==> src/hdl/cm3_bus_pkg.sv <==
`default_nettype none

package cm3_bus_pkg;

  // --------------------------------------------------------------------------
  // bus widths and AHB-lite encodings
  // --------------------------------------------------------------------------
  localparam int ADDR_W = 32;                   // haddr width
  localparam int DATA_W = 32;                   // hwdata / hrdata width

  typedef enum logic [1:0] {
    HTRANS_IDLE   = 2'b00,
    HTRANS_BUSY   = 2'b01,
    HTRANS_NONSEQ = 2'b10,                      // first beat
    HTRANS_SEQ    = 2'b11                       // burst continuation
  } htrans_t;

  typedef enum logic [2:0] {
    HSIZE_BYTE = 3'b000,
    HSIZE_HALF = 3'b001,
    HSIZE_WORD = 3'b010
  } hsize_t;

  typedef enum logic {
    HRESP_OKAY  = 1'b0,
    HRESP_ERROR = 1'b1
  } hresp_t;

  // address map, only haddr[31:28] is decoded
  localparam logic [ADDR_W-1:0] RAM_BASE = 32'h2000_0000;
  localparam logic [ADDR_W-1:0] MAC_BASE = 32'h4000_0000;

  typedef struct packed {
    logic dflt;                                 // unmapped space
    logic mac;
    logic ram;
  } slave_sel_t;

  // --------------------------------------------------------------------------
  // mac register map
  // --------------------------------------------------------------------------
  localparam logic [7:0] MAC_A_OFS    = 8'h00;
  localparam logic [7:0] MAC_B_OFS    = 8'h04;
  localparam logic [7:0] MAC_CTRL_OFS = 8'h08;
  localparam logic [7:0] MAC_STAT_OFS = 8'h0C;
  localparam logic [7:0] MAC_ACC_OFS  = 8'h10;

  localparam int CTRL_START_BIT = 0;            // self clearing
  localparam int CTRL_CLEAR_BIT = 1;            // self clearing
  localparam int CTRL_IRQEN_BIT = 2;
  localparam int STAT_BUSY_BIT  = 0;
  localparam int STAT_DONE_BIT  = 1;            // write 1 to clear

  function automatic logic trans_active(htrans_t trans);
    return (trans == HTRANS_NONSEQ) || (trans == HTRANS_SEQ);
  endfunction

endpackage

`default_nettype wire

==> src/hdl/mac_engine.sv <==
`timescale 1ns/1ps
`default_nettype none

module mac_engine #(
  parameter int MAC_W = 16
) (
  input  logic                              hclk,
  input  logic                              reset_i,
  input  logic                              req_i,
  input  logic [MAC_W-1:0]                  op_a_i,
  input  logic [MAC_W-1:0]                  op_b_i,
  input  logic [cm3_bus_pkg::DATA_W-1:0]    acc_i,
  output logic                              ack_o,
  output logic [cm3_bus_pkg::DATA_W-1:0]    result_o
);
  import cm3_bus_pkg::*;

  localparam int CNT_W = $clog2(MAC_W + 1);

  typedef enum logic [1:0] {
    ENG_IDLE,
    ENG_RUN,                                    // MAC_W shift-add steps
    ENG_ACK                                     // hold ack until req drops
  } eng_state_t;

  eng_state_t        state_q;
  logic [CNT_W-1:0]  cnt_q;                     // step counter
  logic [DATA_W-1:0] mcand_q;                   // shifted left each step
  logic [MAC_W-1:0]  mplier_q;                  // shifted right each step
  logic [DATA_W-1:0] sum_q;                     // acc_in plus partials

  always_ff @(posedge hclk) begin
    if (reset_i) begin
      state_q <= ENG_IDLE;
      cnt_q   <= '0;
    end else begin
      case (state_q)
        ENG_IDLE: begin
          cnt_q <= '0;
          if (req_i) state_q <= ENG_RUN;
        end
        ENG_RUN: begin
          cnt_q <= cnt_q + 1'b1;
          if (cnt_q == CNT_W'(MAC_W - 1)) state_q <= ENG_ACK;  // last step
        end
        ENG_ACK: if (!req_i) state_q <= ENG_IDLE;  // phase 4
        default: state_q <= ENG_IDLE;
      endcase
    end
  end

  // datapath, sum wraps mod 2^32
  always_ff @(posedge hclk) begin
    if (state_q == ENG_IDLE && req_i) begin
      mcand_q  <= DATA_W'(op_a_i);
      mplier_q <= op_b_i;
      sum_q    <= acc_i;
    end else if (state_q == ENG_RUN) begin
      if (mplier_q[0]) sum_q <= sum_q + mcand_q;
      mcand_q  <= mcand_q << 1;
      mplier_q <= mplier_q >> 1;
    end
  end

  assign ack_o    = (state_q == ENG_ACK);
  assign result_o = sum_q;                      // stable while ack high

endmodule

`default_nettype wire

==> config.mk <==
export PLATFORM = sky130hd
export DESIGN_NAME = mac_engine
export DESIGN_NICKNAME = d
export VERILOG_FILES = /design/src/hdl/cm3_bus_pkg.sv /design/src/hdl/mac_engine.sv
export SDC_FILE = /design/constraint.sdc
export NUM_CORES = 1
export LEC_CHECK = 0
export BUFFER_PORTS_ARGS = -buffer_cell sky130_fd_sc_hd__buf_2
export CORE_ASPECT_RATIO = 1.4
export CORE_MARGIN = 1.5
export CORE_UTILIZATION = 45
export CTS_CLUSTER_SIZE = 14
export DETAILED_ROUTE_END_ITERATION = 16
export PLACE_DENSITY = 0.69
export SYNTH_ARGS = -nofsm -noshare
export SYNTH_HDL_FRONTEND = slang
export SYNTH_SLANG_ARGS = --single-unit
==> constraint.sdc <==
create_clock -name hclk -period 2.7 [get_ports hclk]
set_input_delay 0.135 -clock hclk [delete_from_list [all_inputs] [get_ports hclk]]
set_output_delay 0.135 -clock hclk [all_outputs]
set_load 0.02 [all_outputs]
==> results of run 1 <==
==> state kept, by name (all words and copies together) (netlist names) <==
register,cells
mplier_q,16
mcand_q,32
cnt_q,5
state_q,2
result_o,32
==> area by class of cell <==
type,instances,area share [%]
multi-input combinational,471,43.43
sequential,87,36.57
timing repair buffer,132,11.79
clock buffer,9,3.458
tap,144,2.766
clock inverter,7,1.402
inverter,10,0.5763
==> cells in the final DEF, fill, tap and decap left out, types with 4 or more instances in the layout <==
master | netlist | final
o21ai_0 | 12 | 10
xor2_1 | 12 | 12
o21ai_1 | 8 | 8
ha_1 | 33 | 27
xnor2_1 | 15 | 15
a31oi_1 | 5 | 5
a21oi_2 | 1 | 5
inv_1 | 10 | 10
nand3_1 | 6 | 6
buf_2 | 0 | 99
nor2_1 | 45 | 44
nor3_1 | 10 | 10
clkbuf_16 | 0 | 9
o21bai_1 | 4 | 4
a21o_1 | 17 | 17
a21oi_1 | 64 | 60
o31ai_1 | 5 | 5
edfxtp_1 | 64 | 64
nor2b_1 | 6 | 6
buf_4 | 3 | 31
dfxtp_1 | 23 | 23
nand4_1 | 8 | 8
nand2_1 | 170 | 170
o21a_1 | 4 | 4
==> timing repair <==
item / in CTS / in global routing
pin swaps: 2 / 6
setup buffers: 0 / 3
resized for setup: 2 / 19
endpoints found under the setup margin: 2 / 12
endpoints found under the hold margin: 0 / 0
==> final timing paths <==
check	endpoint	slack (ps)	depth (start not counted)
max	result_o[28]	120	10
min	state_q[1]	40	2
max reg2reg	result_o[28]	120	10
min reg2reg	mcand_q[19]	470	2
==> cells by family after synthesis <==
group	Yosys count	share of synthesized area [%]
compound gates	147	17.58
xor+xnor	27	4.424
buf+inv	41	4.494
fa+ha+maj	34	8.099
simple gates	262	20.65
flops	87	44.57
mux	1	0.1873
==> through the flow <==
stage	worst slack, ps	util [%]	setup TNS, ps	std cells
2_1_floorplan	4.457	-	0	599
3_3_place_gp	6.314	53.11	0	841
3_5_place_dp	-27.96	53.11	-27.96	841
4_1_cts	24.68	55.93	0	857
5_1_grt	-35.27	56.87	-49.02	860
6_report	118.0	56.87	0	860
==> per-layer routing <==
| layer | share of wire [%] | track usage, % | vias to the layer above |
|---|---|---|---|
| met3 | 5.2 | 5.190 | 21 |
| met1 | 41 | 24.36 | 2139 |
| met5 | 0 | 0 | - |
| li1 | - | - | 2335 |
| met2 | 52 | 39.68 | 113 |
| met4 | 1.9 | 6.965 | 0 |
==> where the power goes <==
part	internal, mW	switching (mW)	total, mW
clock network	0.740	0.585	1.32
registers	1.70	0.114	1.82
logic	0.792	1.13	1.92
total	3.23	1.83	5.06
==> flow_metrics.py, run 1 <==
metrics = {
    "sta": {
        "hold_viol": 0,
        "finalHoldWorstSlack_ps": 43.16,
        "fin_crit_ps": 2582,
        "setup_viol": 0,
        "worst_pin_slew_ps": 485.6,
        "clock_skew_ps": 6.606,
        "relSlewSlack_pct": 67.63,
        "fmax_ghz": 0.3873,
        "rsz0062_at_grt": "yes",
        "slew_violations": 0,
        "finalCritPeriodShare_pct": 95.63,
    },
    "global_route": {
        "grt_usage_pct": 21.85,
        "grt_pass1_wl_mm": 21.46,
        "grt_max_degree": 68,
        "overflow": 0,
        "grt_pass1_vias": 4653,
        "antenna_found_initial": 0,
    },
    "worst_setup_path": {
        "slowest_stage": "edfxtp_1",
        "critical_path_class": "reg2reg",
        "startpoint": "result_o[0]",
        "path_cells": "ha_2 > fa_2 > a21oi_2 > nand3b_4 > a311oi_4 > o31a_2 > a21oi_2 > o31a_1 > xor2_1 > o21ai_1",
        "path_buf_inv": 0,
        "crit_fanout": 3,
        "crit_path_frequent_cell": "a21oi_2",
        "cp_slowest_stage_delay_ps": 400,
        "cp.arrival_ps": 2670,
        "start_kind": "register",
        "required_ps": 2790,
        "regToRegStartpoint": "result_o[0]",
        "crit_family": "compound AO/OA/AOI/OAI gates",
        "cp-end-kind": "register",
    },
    "floorplan": {
        "start_util_pct": 46.67,
        "fp.dieW_um": 95.11,
        "num_io_pins": 100,
        "fp.dieH_um": 132.0,
        "core_area_um2": 11450,
        "rows": 46,
        "dieArea_um2": 12550,
    },
    "yosys": {
        "ys_warn_count": 0,
        "synth.top_cells.by_area": "edfxtp_1, nand2_1, dfxtp_1",
        "yosysMostFrequentCell": "nand2_1",
        "synth_edf_count": 64,
        "syn_nets": 700,
        "syn_area_per_cell_um2": 8.923,
        "synth.largest_area_cell": "edfxtp_1",
        "synth_ff_type": "edfxtp_1",
        "netlist_area_um2": 5345,
        "synth_common_cells": "nand2_1, a21oi_1, edfxtp_1",
        "syn_inst": 599,
        "synth_seq_cells": 87,
        "synth_top_area_share_pct": 35.96,
        "synth_cell_types": 58,
        "async_flop_share_pct": 0,
        "yosysSeqAreaShare_pct": 44.57,
    },
    "final_layout": {
        "diodes": 0,
        "nFillCells": 1047,
        "drive_gt1_share_pct": 25.00,
        "synthToLayoutAreaGrowth_pct": 21.86,
        "finalNetCount": 812,
        "multiInputGateArea_um2": 2829,
        "register_area_um2": 2382,
        "post-route-cell-area_um2": 6514,
    },
    "route": {
        "drt-pass1-iter-count": 4,
        "drt_wl_total_mm": 13.26,
        "viasPerCell": 5.358,
        "drtAntennaViolNets": 0,
        "wl_per_cell_um": 15.42,
        "vias": 4608,
        "drc": 0,
        "drt_first_iter_violations": 286,
    },
    "hold_path": {
        "hp-class": "in2reg",
        "min_from": "reset_i",
    },
    "run": {
        "cap_viol_max_count": 0,
    },
    "clocking": {
        "cts_buffer_depth": 2,
        "clk-insertion-delay-late_ps": 350,
        "cts_tree": "built",
        "cts.sinks": 87,
        "h-tree-depth": 3,
        "root_buffer": "clkbuf_16",
        "numCtsBuffers": 9,
        "clk_pin_slew_ps": 70,
        "postCtsHoldBufs": 0,
    },
    "pwr": {
        "leakage_nw": 2.887,
        "peakVddDrop_mv": 0.4368,
        "power.density_nw_per_um2": 776.9,
        "finalPower_mw": 5.061,
    },
    "place": {
        "dpl.hpwl_mm": 9.712,
        "placed_area_um2": 6083,
        "place_congestion": 0.8625,
        "portBuffers": 99,
    },
    "run_status": {
        "status": "complete, no violations",
    },
}
Power figures use the tool's default switching activity.
==> inputs of run 2 (changes only) <==
Settings changed: CORE_UTILIZATION 45 to 51, PLACE_DENSITY 0.69 to 0.77.
==> run 2 against run 1 <==
Against the previous run: via count up 2.9%; sequential power about the same; register-to-register slack worse by 90 ps; critical path depth up 1; non-clock buffer count down 1; final cell count down 0.81%; sequential share of layout area up 0.51 points; first-iteration DRC count down 24%.
==> flow_metrics.py, run 2 (synthesis results as in run 1) <==
metrics = {
    "run_status": {
        "status": "complete, no violations",
    },
    "worst_setup_path": {
        "worstRegToRegCells": 11,
        "cp.depth": 11,
        "cp_slowest_stage_delay_ps": 400,
        "path_cells": "ha_2 > fa_2 > a21oi_2 > nand3b_4 > a311oi_4 > buf_4 > o21ai_4 > a31oi_2 > a21oi_2 > xor2_1 > o21ai_1",
        "crit_family": "compound AO/OA/AOI/OAI gates",
        "slowest_stage": "edfxtp_1",
        "crit_fanout": 4,
        "path_buf_inv": 1,
        "start_kind": "register",
        "critical_path_class": "reg2reg",
        "crit_path_frequent_cell": "a21oi_2",
        "cp.arrival_ps": 2750,
        "required_ps": 2780,
        "cp-end-kind": "register",
    },
    "sta": {
        "hold_viol": 0,
        "slew_violations": 0,
        "relSlewSlack_pct": 68.91,
        "fin_crit_ps": 2667,
        "fmax_ghz": 0.3749,
        "finalWorstSetupSlack_ps": 32.67,
        "finalHoldWorstSlack_ps": 43.59,
        "worst_pin_slew_ps": 466.4,
        "setup_tns_ps": 0,
        "rsz0062_at_grt": "yes",
        "clock_skew_ps": 5.470,
        "finalCritPeriodShare_pct": 98.79,
        "setup_viol": 0,
    },
    "final_layout": {
        "diodes": 0,
        "post-route-cell-area_um2": 6424,
        "finalNetCount": 811,
        "final_cell_mix": "nand2_1, buf_2, edfxtp_1, a21oi_1, nor2_1",
        "nFillCells": 908,
        "drive_gt1_share_pct": 24.20,
        "final_common_cell": "nand2_1",
        "synthToLayoutAreaGrowth_pct": 20.18,
    },
    "floorplan": {
        "core_area_um2": 10290,
        "dieArea_um2": 11110,
        "start_util_pct": 51.92,
        "num_io_pins": 100,
        "fp.dieH_um": 124.1,
        "rows": 44,
        "fp.dieW_um": 89.52,
    },
    "route": {
        "viasPerCell": 5.560,
        "drt_first_iter_violations": 216,
        "drc": 0,
        "drt_wl_total_mm": 13.68,
        "vias": 4743,
        "drtAntennaViolNets": 0,
        "drt-pass1-iter-count": 5,
        "wl_per_cell_um": 16.04,
    },
    "hold_path": {
        "hold_depth": 2,
        "hp-class": "in2reg",
    },
    "place": {
        "portBuffers": 99,
        "dp_slack_ps": -176.0,
        "place_congestion": 0.9448,
        "placed_area_um2": 6041,
        "dpl.hpwl_mm": 9.996,
    },
    "global_route": {
        "grt_pass1_vias": 4650,
        "grt_max_degree": 61,
        "antenna_found_initial": 0,
        "grt_pass1_wl_mm": 21.40,
        "overflow": 0,
        "grt_usage_pct": 25.44,
    },
    "clocking": {
        "postCtsHoldBufs": 0,
        "h-tree-depth": 3,
        "cts.sinks": 87,
        "clk_pin_slew_ps": 70,
        "cts_buffer_depth": 2,
        "cts_tree": "built",
        "numCtsBuffers": 9,
        "root_buffer": "clkbuf_16",
        "clk-insertion-delay-late_ps": 340,
    },
    "pwr": {
        "power.density_nw_per_um2": 771.2,
        "finalPower_mw": 4.954,
        "peakVddDrop_mv": 0.3861,
        "leakage_nw": 2.846,
    },
    "run": {
        "cap_viol_max_count": 0,
    },
}
## run 2: changes by cell type in the layout (fill, tap and decap cells not counted), moves of 2 or more
| cell | change |
|---|---|
| clkinvlp_4 | +2 |
| o21ai_2 | -3 |
| ha_2 | +2 |
| ha_4 | -2 |
| clkinv_1 | +2 |
## run 2: what timing repair did
item,in CTS,in global routing
endpoints found under the setup margin,4,10
gates resized for setup,3,15
setup buffers,1,4
pin swaps,2,8
## run 2: worst register-to-register path, stage by stage (launching register included)
cell and delay, ps:
edfxtp_1 400, ha_2 220, fa_2 360, a21oi_2 160, nand3b_4 170, a311oi_4 100, buf_4 170, o21ai_4 190
a31oi_2 130, a21oi_2 180, xor2_1 240, o21ai_1 100
## run 2: layout make-up
type	count	area (µm²)	share of cell area [%]
Clock buffer	9	225.2	3.506
Timing Repair Buffer	131	748.2	11.65
Sequential cell	87	2382	37.09
Inverter	10	37.54	0.5843
Tap cell	138	172.7	2.688
Multi-Input combinational cell	471	2810	43.75
Clock inverter	7	47.55	0.7402
## run 2: power breakdown
group          switching [mW]  internal [mW]  leakage, nW  total, mW
logic                    1.17          0.799         1.91       1.97
registers               0.114           1.70        0.816       1.82
clock network           0.546          0.624        0.124       1.17
total                    1.83           3.13         2.85       4.95
## run 2: path summary, 6_finish.rpt
check | start | to | slack (ps)
setup / recovery | result_o[0] | result_o[14] | 30
hold / removal | reset_i | cnt_q[0] | 40
setup reg to reg | result_o[0] | result_o[14] | 30
hold reg to reg | mcand_q[22] | mcand_q[23] | 480
## run 2: metal layers
metal	global-route usage, %	vias up	part of all wire, %
li1	-	2330	-
met1	28.58	2223	39
met2	45.25	151	53
met3	4.042	39	4.6
met4	13.65	0	3.7
met5	0	-	0
## run 2: stage by stage
step                      cells  utilization [%]
after floorplan             599                -
after global placement      832            58.68
after detailed placement    832            58.68
after CTS                   849            61.53
after global routing        853            62.40
final                       853            62.40
