### config.mk
export PLATFORM = sky130hd
export DESIGN_NAME = ahb_decoder_mux_flat
export DESIGN_NICKNAME = d
export VERILOG_FILES = /design/src/hdl/cm3_bus_pkg.sv /design/src/hdl/ahb_slv_if.sv /design/src/hdl/ahb_decoder_mux.sv /design/src/flat_wrapper.sv
export SDC_FILE = /design/constraint.sdc
export NUM_CORES = 1
export LEC_CHECK = 0
export ABC_AREA = 1
export ABC_CLOCK_PERIOD_IN_PS = 1800
export BUFFER_PORTS_ARGS = -buffer_cell sky130_fd_sc_hd__buf_2
export CAP_MARGIN = 40
export CORE_AREA = 2 2 164 166
export CTS_CLUSTER_DIAMETER = 40
export DETAILED_ROUTE_END_ITERATION = 8
export DIE_AREA = 0 0 166 168
export RECOVER_POWER = 25
export SLEW_MARGIN = 20
export SYNTH_ARGS = -nofsm -noshare
export SYNTH_HDL_FRONTEND = slang
export SYNTH_SLANG_ARGS = --single-unit
export TNS_END_PERCENT = 50
### constraint.sdc
create_clock -name hclk -period 1.8 [get_ports hclk]
set_clock_uncertainty 0.2 [all_clocks]
set_input_delay 0.45 -clock hclk [delete_from_list [all_inputs] [get_ports hclk]]
set_output_delay 0.45 -clock hclk [all_outputs]
set_load 0.02 [all_outputs]
### src/hdl/cm3_bus_pkg.sv
`default_nettype none

package cm3_bus_pkg;

  // --------------------------------------------------------------------------
  // bus widths and AHB-lite encodings
  // --------------------------------------------------------------------------
  localparam int ADDR_W = 32;                   // haddr width
  localparam int DATA_W = 32;                   // hwdata / hrdata width

  typedef enum logic [1:0] {
    HTRANS_IDLE   = 2'b00,
    HTRANS_BUSY   = 2'b01,
    HTRANS_NONSEQ = 2'b10,                      // first beat
    HTRANS_SEQ    = 2'b11                       // burst continuation
  } htrans_t;

  typedef enum logic [2:0] {
    HSIZE_BYTE = 3'b000,
    HSIZE_HALF = 3'b001,
    HSIZE_WORD = 3'b010
  } hsize_t;

  typedef enum logic {
    HRESP_OKAY  = 1'b0,
    HRESP_ERROR = 1'b1
  } hresp_t;

  // address map, only haddr[31:28] is decoded
  localparam logic [ADDR_W-1:0] RAM_BASE = 32'h2000_0000;
  localparam logic [ADDR_W-1:0] MAC_BASE = 32'h4000_0000;

  typedef struct packed {
    logic dflt;                                 // unmapped space
    logic mac;
    logic ram;
  } slave_sel_t;

  // --------------------------------------------------------------------------
  // mac register map
  // --------------------------------------------------------------------------
  localparam logic [7:0] MAC_A_OFS    = 8'h00;
  localparam logic [7:0] MAC_B_OFS    = 8'h04;
  localparam logic [7:0] MAC_CTRL_OFS = 8'h08;
  localparam logic [7:0] MAC_STAT_OFS = 8'h0C;
  localparam logic [7:0] MAC_ACC_OFS  = 8'h10;

  localparam int CTRL_START_BIT = 0;            // self clearing
  localparam int CTRL_CLEAR_BIT = 1;            // self clearing
  localparam int CTRL_IRQEN_BIT = 2;
  localparam int STAT_BUSY_BIT  = 0;
  localparam int STAT_DONE_BIT  = 1;            // write 1 to clear

  function automatic logic trans_active(htrans_t trans);
    return (trans == HTRANS_NONSEQ) || (trans == HTRANS_SEQ);
  endfunction

endpackage

`default_nettype wire

### src/hdl/ahb_slv_if.sv
`timescale 1ns/1ps
`default_nettype none

interface ahb_slv_if;
  import cm3_bus_pkg::*;

  // request side, driven by the decoder
  logic              sel;                       // address-phase hsel
  htrans_t           trans;
  hsize_t            size;
  logic              write;
  logic [ADDR_W-1:0] addr;
  logic [DATA_W-1:0] wdata;                     // valid in data phase
  logic              ready;                     // bus-wide hready

  // response side, driven by the slave
  logic              readyout;
  hresp_t            resp;
  logic [DATA_W-1:0] rdata;

  modport master (
    output sel, trans, size, write, addr, wdata, ready,
    input  readyout, resp, rdata
  );

  modport slave (
    input  sel, trans, size, write, addr, wdata, ready,
    output readyout, resp, rdata
  );

endinterface

`default_nettype wire

### src/hdl/ahb_decoder_mux.sv
`timescale 1ns/1ps
`default_nettype none

module ahb_decoder_mux (
  input  logic                              hclk,
  input  logic                              reset_i,
  input  logic [cm3_bus_pkg::ADDR_W-1:0]    haddr_i,
  input  cm3_bus_pkg::htrans_t              htrans_i,
  input  cm3_bus_pkg::hsize_t               hsize_i,
  input  logic                              hwrite_i,
  input  logic [cm3_bus_pkg::DATA_W-1:0]    hwdata_i,
  ahb_slv_if.master                         ram_o,
  ahb_slv_if.master                         mac_o,
  ahb_slv_if.master                         def_o,
  output logic [cm3_bus_pkg::DATA_W-1:0]    hrdata_o,
  output logic                              hready_o,
  output cm3_bus_pkg::hresp_t               hresp_o
);
  import cm3_bus_pkg::*;

  slave_sel_t asel;                             // address-phase decode
  slave_sel_t dsel_q;                           // data-phase owner

  always_comb begin
    asel = '0;
    if (haddr_i[ADDR_W-1 -: 4] == RAM_BASE[ADDR_W-1 -: 4]) begin
      asel.ram = 1'b1;
    end else if (haddr_i[ADDR_W-1 -: 4] == MAC_BASE[ADDR_W-1 -: 4]) begin
      asel.mac = 1'b1;
    end else begin
      asel.dflt = 1'b1;                         // everything else errors
    end
  end

  // request fan-out, slaves qualify sel with trans and ready
  assign ram_o.sel   = asel.ram;
  assign ram_o.trans = htrans_i;
  assign ram_o.size  = hsize_i;
  assign ram_o.write = hwrite_i;
  assign ram_o.addr  = haddr_i;
  assign ram_o.wdata = hwdata_i;
  assign ram_o.ready = hready_o;

  assign mac_o.sel   = asel.mac;
  assign mac_o.trans = htrans_i;
  assign mac_o.size  = hsize_i;
  assign mac_o.write = hwrite_i;
  assign mac_o.addr  = haddr_i;
  assign mac_o.wdata = hwdata_i;
  assign mac_o.ready = hready_o;

  assign def_o.sel   = asel.dflt;
  assign def_o.trans = htrans_i;
  assign def_o.size  = hsize_i;
  assign def_o.write = hwrite_i;
  assign def_o.addr  = haddr_i;
  assign def_o.wdata = hwdata_i;
  assign def_o.ready = hready_o;

  // select moves only when the current data phase completes
  always_ff @(posedge hclk) begin
    if (reset_i) begin
      dsel_q <= '0;
    end else if (hready_o) begin
      dsel_q <= trans_active(htrans_i) ? asel : '0;  // idle -> no owner
    end
  end

  always_comb begin
    hready_o = 1'b1;                            // no owner gives ready + okay
    hresp_o  = HRESP_OKAY;
    hrdata_o = '0;
    if (dsel_q.ram) begin
      hready_o = ram_o.readyout;
      hresp_o  = ram_o.resp;
      hrdata_o = ram_o.rdata;
    end else if (dsel_q.mac) begin
      hready_o = mac_o.readyout;
      hresp_o  = mac_o.resp;
      hrdata_o = mac_o.rdata;
    end else if (dsel_q.dflt) begin
      hready_o = def_o.readyout;
      hresp_o  = def_o.resp;
      hrdata_o = def_o.rdata;
    end
  end

endmodule

`default_nettype wire

### src/flat_wrapper.sv
// flat-port wrapper written by rule: the top's interface ports become plain ports
module ahb_decoder_mux_flat import cm3_bus_pkg::*;
  (hclk, reset_i, haddr_i, htrans_i, hsize_i, hwrite_i, hwdata_i, hrdata_o, hready_o, hresp_o, ram_o_sel, ram_o_trans, ram_o_size, ram_o_write, ram_o_addr, ram_o_wdata, ram_o_ready, ram_o_readyout, ram_o_resp, ram_o_rdata, mac_o_sel, mac_o_trans, mac_o_size, mac_o_write, mac_o_addr, mac_o_wdata, mac_o_ready, mac_o_readyout, mac_o_resp, mac_o_rdata, def_o_sel, def_o_trans, def_o_size, def_o_write, def_o_addr, def_o_wdata, def_o_ready, def_o_readyout, def_o_resp, def_o_rdata);
  ahb_slv_if ram_o_i ();
  ahb_slv_if mac_o_i ();
  ahb_slv_if def_o_i ();
  input  logic hclk;
  input  logic reset_i;
  input  logic [cm3_bus_pkg::ADDR_W-1:0] haddr_i;
  input  cm3_bus_pkg::htrans_t htrans_i;
  input  cm3_bus_pkg::hsize_t hsize_i;
  input  logic hwrite_i;
  input  logic [cm3_bus_pkg::DATA_W-1:0] hwdata_i;
  output logic [cm3_bus_pkg::DATA_W-1:0] hrdata_o;
  output logic hready_o;
  output cm3_bus_pkg::hresp_t hresp_o;
  output wire logic [$bits(ram_o_i.sel)-1:0] ram_o_sel;
  output wire logic [$bits(ram_o_i.trans)-1:0] ram_o_trans;
  output wire logic [$bits(ram_o_i.size)-1:0] ram_o_size;
  output wire logic [$bits(ram_o_i.write)-1:0] ram_o_write;
  output wire logic [$bits(ram_o_i.addr)-1:0] ram_o_addr;
  output wire logic [$bits(ram_o_i.wdata)-1:0] ram_o_wdata;
  output wire logic [$bits(ram_o_i.ready)-1:0] ram_o_ready;
  input wire logic [$bits(ram_o_i.readyout)-1:0] ram_o_readyout;
  input wire logic [$bits(ram_o_i.resp)-1:0] ram_o_resp;
  input wire logic [$bits(ram_o_i.rdata)-1:0] ram_o_rdata;
  output wire logic [$bits(mac_o_i.sel)-1:0] mac_o_sel;
  output wire logic [$bits(mac_o_i.trans)-1:0] mac_o_trans;
  output wire logic [$bits(mac_o_i.size)-1:0] mac_o_size;
  output wire logic [$bits(mac_o_i.write)-1:0] mac_o_write;
  output wire logic [$bits(mac_o_i.addr)-1:0] mac_o_addr;
  output wire logic [$bits(mac_o_i.wdata)-1:0] mac_o_wdata;
  output wire logic [$bits(mac_o_i.ready)-1:0] mac_o_ready;
  input wire logic [$bits(mac_o_i.readyout)-1:0] mac_o_readyout;
  input wire logic [$bits(mac_o_i.resp)-1:0] mac_o_resp;
  input wire logic [$bits(mac_o_i.rdata)-1:0] mac_o_rdata;
  output wire logic [$bits(def_o_i.sel)-1:0] def_o_sel;
  output wire logic [$bits(def_o_i.trans)-1:0] def_o_trans;
  output wire logic [$bits(def_o_i.size)-1:0] def_o_size;
  output wire logic [$bits(def_o_i.write)-1:0] def_o_write;
  output wire logic [$bits(def_o_i.addr)-1:0] def_o_addr;
  output wire logic [$bits(def_o_i.wdata)-1:0] def_o_wdata;
  output wire logic [$bits(def_o_i.ready)-1:0] def_o_ready;
  input wire logic [$bits(def_o_i.readyout)-1:0] def_o_readyout;
  input wire logic [$bits(def_o_i.resp)-1:0] def_o_resp;
  input wire logic [$bits(def_o_i.rdata)-1:0] def_o_rdata;
  assign ram_o_sel = ram_o_i.sel;
  assign ram_o_trans = ram_o_i.trans;
  assign ram_o_size = ram_o_i.size;
  assign ram_o_write = ram_o_i.write;
  assign ram_o_addr = ram_o_i.addr;
  assign ram_o_wdata = ram_o_i.wdata;
  assign ram_o_ready = ram_o_i.ready;
  assign ram_o_i.readyout = ram_o_readyout;
  assign ram_o_i.resp = ram_o_resp;
  assign ram_o_i.rdata = ram_o_rdata;
  assign mac_o_sel = mac_o_i.sel;
  assign mac_o_trans = mac_o_i.trans;
  assign mac_o_size = mac_o_i.size;
  assign mac_o_write = mac_o_i.write;
  assign mac_o_addr = mac_o_i.addr;
  assign mac_o_wdata = mac_o_i.wdata;
  assign mac_o_ready = mac_o_i.ready;
  assign mac_o_i.readyout = mac_o_readyout;
  assign mac_o_i.resp = mac_o_resp;
  assign mac_o_i.rdata = mac_o_rdata;
  assign def_o_sel = def_o_i.sel;
  assign def_o_trans = def_o_i.trans;
  assign def_o_size = def_o_i.size;
  assign def_o_write = def_o_i.write;
  assign def_o_addr = def_o_i.addr;
  assign def_o_wdata = def_o_i.wdata;
  assign def_o_ready = def_o_i.ready;
  assign def_o_i.readyout = def_o_readyout;
  assign def_o_i.resp = def_o_resp;
  assign def_o_i.rdata = def_o_rdata;
  ahb_decoder_mux u_core (.hclk(hclk), .reset_i(reset_i), .haddr_i(haddr_i), .htrans_i(htrans_i), .hsize_i(hsize_i), .hwrite_i(hwrite_i), .hwdata_i(hwdata_i), .ram_o(ram_o_i), .mac_o(mac_o_i), .def_o(def_o_i), .hrdata_o(hrdata_o), .hready_o(hready_o), .hresp_o(hresp_o));
endmodule
==> results of run 1 <==
[layout make-up]
| type | count | share of cell area, % |
|---|---|---|
| inverter | 10 | 2.41 |
| clock buffer | 4 | 2.77 |
| sequential | 3 | 2.41 |
| multi-input combinational | 156 | 32.0 |
| antenna | 2 | 0.176 |
| tap | 341 | 15.0 |
| timing repair inverter | 1 | 1.05 |
| timing repair buffer | 182 | 44.2 |
[routing by layer]
metal | vias up | global-route usage (%) | part of all wire (%)
li1 | 987 | - | -
met1 | 970 | 6.86 | 33
met2 | 196 | 11.1 | 46
met3 | 64 | 3.97 | 14
met4 | 4 | 4.16 | 6.0
met5 | - | 1.22 | 0.55
[critical path: stages, from the launching register on]
cell and delay [ns]:
dfxtp_4 0.37, buf_12 0.18, buf_12 0.15, a21oi_4 0.05, a21oi_2 0.19, buf_6 0.15
[cells in the final DEF, fill, tap and decap left out]
| cell | n |
|---|---|
| buf_2 | 125 |
| a21oi_1 | 42 |
| nand3_1 | 36 |
| nor2_1 | 36 |
| buf_4 | 34 |
| a21oi_2 | 21 |
| buf_6 | 10 |
| buf_12 | 8 |
| nand2_1 | 7 |
| inv_1 | 6 |
| a21oi_4 | 6 |
| clkbuf_16 | 5 |
| nor2_2 | 3 |
| diode_2 | 2 |
| clkinv_16 | 2 |
| nand2_4 | 2 |
| inv_2 | 2 |
| buf_8 | 2 |
| dfxtp_4 | 2 |
| nand3b_4 | 1 |
| inv_6 | 1 |
| nand3_2 | 1 |
| nand2_2 | 1 |
| clkbuf_1 | 1 |
| buf_16 | 1 |
| dfxtp_2 | 1 |
[kinds of logic after synthesis]
logic type | count (synthesis)
AO/OA/AOI/OAI | 69
buffers and inverters | 241
flip-flops | 3
AND/OR/NAND/NOR | 87
[power by group]
part	switching (mW)	internal, mW	total, mW
sequential	0.0372	0.0921	0.129
clock	0.0631	0.293	0.356
combinational	1.66	1.29	2.96
total	1.77	1.68	3.44
[worst paths after layout]
kind	endpoint	slack [ns]
hold reg to reg	u_core.dsel_q[2]	0.57
hold / removal	u_core.dsel_q[2]	0.31
setup / recovery	hrdata_o[16]	-0.19
setup reg to reg	u_core.dsel_q[0]	0.25
[repair_timing]
item                                    CTS  global route
pin swaps                                 4             8
endpoints found under the setup margin   37            40
buffers inserted                          1             0
cloned                                    2             2
gates resized for setup                  61            36
hold endpoints to repair                  0             0
[stage by stage]
step	TNS, ns	power (mW)
after floorplan	0	2.13
after detailed placement	-0.302	2.39
final	-4.87	3.44
after global placement	-0.249	2.37
after global routing	-7.37	3.68
after CTS	-5.37	3.23
==> results.sh, run 1 <==
export IMPL_synthAdderAreaFrac_pct=0
export IMPL_status="complete, but fails checks"
export IMPL_rr_worst_depth=8
export IMPL_worst_slew_pin_slew_ns=0.197
export IMPL_place_congestion=0.640
export IMPL_dieWidth_um=166
export IMPL_stdcell_count=699
export IMPL_vias=2221
export IMPL_end_kind="primary output"
export IMPL_clk_pin_slew_ns=0.03
export IMPL_timing_rr_start="u_core.dsel_q[1]"
export IMPL_dp_cells=688
export IMPL_grt_usage_pct=6.89
export IMPL_cts_tree="yes"
export IMPL_seq_area_sq_um=68.8
export IMPL_synth_seq_cells=3
export IMPL_p_leak_nw=1.27
export IMPL_yosysSeqAreaShare_pct=2.32
export IMPL_avgSynthCellArea_sq_um=6.46
export IMPL_crit_start="u_core.dsel_q[1]"
export IMPL_overflow=0
export IMPL_slew_headroom_pct=86.9
export IMPL_grt_pass1_wl_mm=14.1
export IMPL_drv_cap=0
export IMPL_nFillCells=3075
export IMPL_synth_compound_area_share_pct=13.6
export IMPL_critPathKind="register to primary output"
export IMPL_violations="setup timing"
export IMPL_area_growth_syn_to_layout_pct=10.3
export IMPL_clk_path_buf_depth=2
export IMPL_synthArstFlopShare_pct=0
export IMPL_drt_pass1_iter_count=4
export IMPL_placed_area_sq_um=2320
export IMPL_cp_start_kind="register"
export IMPL_ys_warn_count=0
export IMPL_layout_drive_gt1_share_pct=64.0
export IMPL_worst_ep_arrival_time_ns=1.34
export IMPL_final_nets=531
export IMPL_grt_max_degree=28
export IMPL_drc=0
export IMPL_hold_slack_ns=0.306
export IMPL_synthFlopType="dfxtp_1"
export IMPL_numCtsBuffers=3
export IMPL_hold_path_depth=4
export IMPL_synth_area_top_cells="buf_4 (64%), a21oi_1 (13%), nand3_1 (7.2%)"
export IMPL_synth_top_area_cell="buf_4"
export IMPL_synth_top_area_share_pct=63.9
export IMPL_largest_register="u_core.dsel_q"
export IMPL_start_util_pct=9.81
export IMPL_hold_path_class="primary input to register"
export IMPL_hold_buffers=0
export IMPL_dieArea_sq_um=27900
export IMPL_synthMuxAreaShare_pct=0
export IMPL_synth_nets=574
export IMPL_slew_viol_final=0
export IMPL_hold_viol_final=0
export IMPL_rsz0062_at_grt="true"
export IMPL_cts_sinks=3
export IMPL_cp_max_fo=8
export IMPL_design_area_sq_um=2850
export IMPL_grt_pass1_vias=2126
export IMPL_hp_start="reset_i"
export IMPL_synth_top_family_by_area="buffers and inverters"
export IMPL_fin_crit_sh_pct=110
export IMPL_dp_slack_ns=-0.0699
export IMPL_drtIter0Drc=65
export IMPL_peakVddDrop_uv=600
export IMPL_postLayoutSetupSlackWorst_ns=-0.188
export IMPL_clk_latency_ns=0.22
export IMPL_top_regs="u_core.dsel_q: 3 flops"
export IMPL_port_buffers=163
export IMPL_synthSimpleGateAreaFrac_pct=15.8
export IMPL_synth_most_common_cell="buf_4"
export IMPL_power_density_nw_per_um2=1210
export IMPL_antenna_found_initial=3
export IMPL_coreArea_sq_um=26400
export IMPL_required_ns=1.15
export IMPL_ant_nets=0
export IMPL_timing_fmax_mhz=503
export IMPL_num_io_pins=424
export IMPL_dp_hpwl_mm=7.82
export IMPL_finish_utilization_pct=10.8
export IMPL_multiInputGateArea_sq_um=911
export IMPL_placementRows=60
export IMPL_period_minus_slack_ns=1.99
export IMPL_cts_root_buf="clkbuf_16"
export IMPL_synthesis_area_sq_um=2580
export IMPL_routed_wl_mm=10.9
export IMPL_synth_edf_count=0
export IMPL_via_per_inst=3.18
export IMPL_fp_dieH_um=168
export IMPL_h_tree_depth=1
export IMPL_postSynthCellCount=400
export IMPL_synth_commonest_cells="buf_4 (220), a21oi_1 (67), nor2_1 (38)"
export IMPL_wl_per_cell_um=15.5
export IMPL_largest_reg_flops=3
export IMPL_synth_xor_area_share_pct=0
export IMPL_setup_viol=37
export IMPL_synth_distinct_cells=16
No activity file was read; power rests on OpenSTA's default activity.
==> inputs of run 2 (changes only) <==
--- a/config.mk
+++ b/config.mk
@@ -6,7 +6,7 @@
 export NUM_CORES = 1
 export LEC_CHECK = 0
 export ABC_AREA = 1
-export ABC_CLOCK_PERIOD_IN_PS = 1800
+export ABC_CLOCK_PERIOD_IN_PS = 2000
 export BUFFER_PORTS_ARGS = -buffer_cell sky130_fd_sc_hd__buf_2
 export CAP_MARGIN = 40
 export CORE_AREA = 2 2 164 166
@@ -18,4 +18,3 @@
 export SYNTH_ARGS = -nofsm -noshare
 export SYNTH_HDL_FRONTEND = slang
 export SYNTH_SLANG_ARGS = --single-unit
-export TNS_END_PERCENT = 50
==> constraint.sdc (replaced) <==
create_clock -name hclk -period 2 [get_ports hclk]
set_clock_uncertainty 0.2 [all_clocks]
set_input_delay 0.5 -clock hclk [delete_from_list [all_inputs] [get_ports hclk]]
set_output_delay 0.5 -clock hclk [all_outputs]
set_load 0.02 [all_outputs]
==> results.sh, run 2 (synthesis gave the netlist of run 1 again) <==
export IMPL_antenna_found_initial=3
export IMPL_seq_area_sq_um=71.3
export IMPL_required_ns=1.30
export IMPL_slew_headroom_pct=87.1
export IMPL_vias=2242
export IMPL_layout_common_cells="buf_2 (130), a21oi_1 (50), nor2_1 (35), nand3_1 (35), buf_4 (34)"
export IMPL_dp_hpwl_mm=7.64
export IMPL_dieArea_sq_um=27900
export IMPL_final_common_cell="buf_2"
export IMPL_finish_utilization_pct=10.7
export IMPL_dieWidth_um=166
export IMPL_fin_crit_sh_pct=99.2
export IMPL_drv_cap=0
export IMPL_largest_register="u_core.dsel_q"
export IMPL_top_regs="u_core.dsel_q: 3 flops"
export IMPL_rsz0062_at_grt="true"
export IMPL_cp_start_kind="register"
export IMPL_peakVddDrop_uv=613
export IMPL_ant_nets=0
export IMPL_power_density_nw_per_um2=1080
export IMPL_drc=0
export IMPL_slew_viol_final=0
export IMPL_cts_sinks=3
export IMPL_worst_slew_pin_slew_ns=0.194
export IMPL_hold_buffers=0
export IMPL_placementRows=60
export IMPL_grt_pass1_wl_mm=12.7
export IMPL_setup_viol=0
export IMPL_worst_ep_arrival_time_ns=1.28
export IMPL_critPathKind="register to primary output"
export IMPL_overflow=0
export IMPL_coreArea_sq_um=26400
export IMPL_via_per_inst=3.20
export IMPL_max_stage_delay_ns=0.35
export IMPL_cts_tree="yes"
export IMPL_dp_slack_ns=0.0402
export IMPL_clk_latency_ns=0.22
export IMPL_crit_path_top_delay_cell="dfxtp_4"
export IMPL_place_congestion=0.657
export IMPL_design_area_sq_um=2810
export IMPL_grt_usage_pct=6.03
export IMPL_end_kind="primary output"
export IMPL_crit_family="buffers and inverters"
export IMPL_numCtsBuffers=3
export IMPL_hold_viol_final=0
export IMPL_largest_reg_flops=3
export IMPL_drtIter0Drc=89
export IMPL_port_buffers=163
export IMPL_status="completed"
export IMPL_cp_max_fo=17
export IMPL_routed_wl_mm=11.1
export IMPL_clk_path_buf_depth=2
export IMPL_num_io_pins=424
export IMPL_h_tree_depth=1
export IMPL_cp_buffers_inverters=3
export IMPL_area_growth_syn_to_layout_pct=8.81
export IMPL_start_util_pct=9.81
export IMPL_period_minus_slack_ns=1.98
export IMPL_drt_pass1_iter_count=4
export IMPL_layout_drive_gt1_share_pct=62.3
export IMPL_grt_pass1_vias=2081
export IMPL_fp_dieH_um=168
export IMPL_cts_root_buf="clkbuf_16"
export IMPL_p_leak_nw=1.27
export IMPL_hold_path_class="primary input to register"
export IMPL_crit_chain="buf_12 > clkinv_8 > nand3_1 > a21oi_1 > buf_4"
export IMPL_nFillCells=3081
export IMPL_final_nets=533
export IMPL_wl_per_cell_um=15.9
export IMPL_placed_area_sq_um=2300
export IMPL_timing_fmax_mhz=504
export IMPL_grt_max_degree=36
export IMPL_multiInputGateArea_sq_um=861
export IMPL_postLayoutSetupSlackWorst_ns=0.0169
export IMPL_clk_pin_slew_ns=0.03
==> run 2: worst paths after layout <==
| kind | depth (start not counted) | start | slack [ns] | end |
|---|---|---|---|---|
| worst max-delay path | 5 | u_core.dsel_q[1] | 0.02 | hrdata_o[31] |
| worst min-delay path | 4 | reset_i | 0.35 | u_core.dsel_q[2] |
| worst max register to register | 8 | u_core.dsel_q[1] | 0.53 | u_core.dsel_q[1] |
| worst min register to register | 5 | u_core.dsel_q[2] | 0.62 | u_core.dsel_q[2] |
==> run 2: what timing repair did <==
item,CTS,global route
gates resized for setup,15,61
pin swaps,1,3
endpoints found under the setup margin,24,26
setup buffers,1,3
cloned,0,6
==> run 2: area by class of cell <==
class	count	share of cell area, %
multi-input cells	156	30.6
well taps	341	15.2
diodes	2	0.178
repair buffers	183	45.0
inverters	10	2.54
flip-flops and latches	3	2.54
repair inverters	2	1.16
clock buffers	4	2.80
==> run 2: report_power, final <==
| part | internal (mW) | switching (mW) | leakage, nW | total (mW) |
|---|---|---|---|---|
| Clock | 0.263 | 0.0530 | 0.0382 | 0.316 |
| Combinational | 1.12 | 1.47 | 1.21 | 2.59 |
| Sequential | 0.0848 | 0.0475 | 0.0267 | 0.132 |
| Total | 1.47 | 1.57 | 1.27 | 3.04 |
==> run 2: stage by stage <==
stage	power (mW)	setup TNS [ns]	hold slack [ns]	instances
3_3_place_gp	2.09	0	0.563	685
5_1_grt	3.25	-0.341	0.381	700
4_1_cts	2.52	-0.00867	0.349	690
3_5_place_dp	2.12	0	0.559	685
2_1_floorplan	1.92	0	0.458	400
6_report	3.04	0	0.348	701
==> run 2: worst min-delay path, stage by stage <==
cell and delay (ns):
buf_2 0.07, inv_1 0.05, nand2_1 0.08, nor2_2 0.03
==> run 2: routing by layer <==
| metal | track usage [%] | vias up | share of wire [%] |
|---|---|---|---|
| met5 | 1.22 | - | 0.58 |
| met4 | 4.16 | 4 | 5.9 |
| met3 | 3.50 | 69 | 13 |
| met2 | 9.58 | 205 | 45 |
| met1 | 5.86 | 971 | 35 |
| li1 | - | 993 | - |
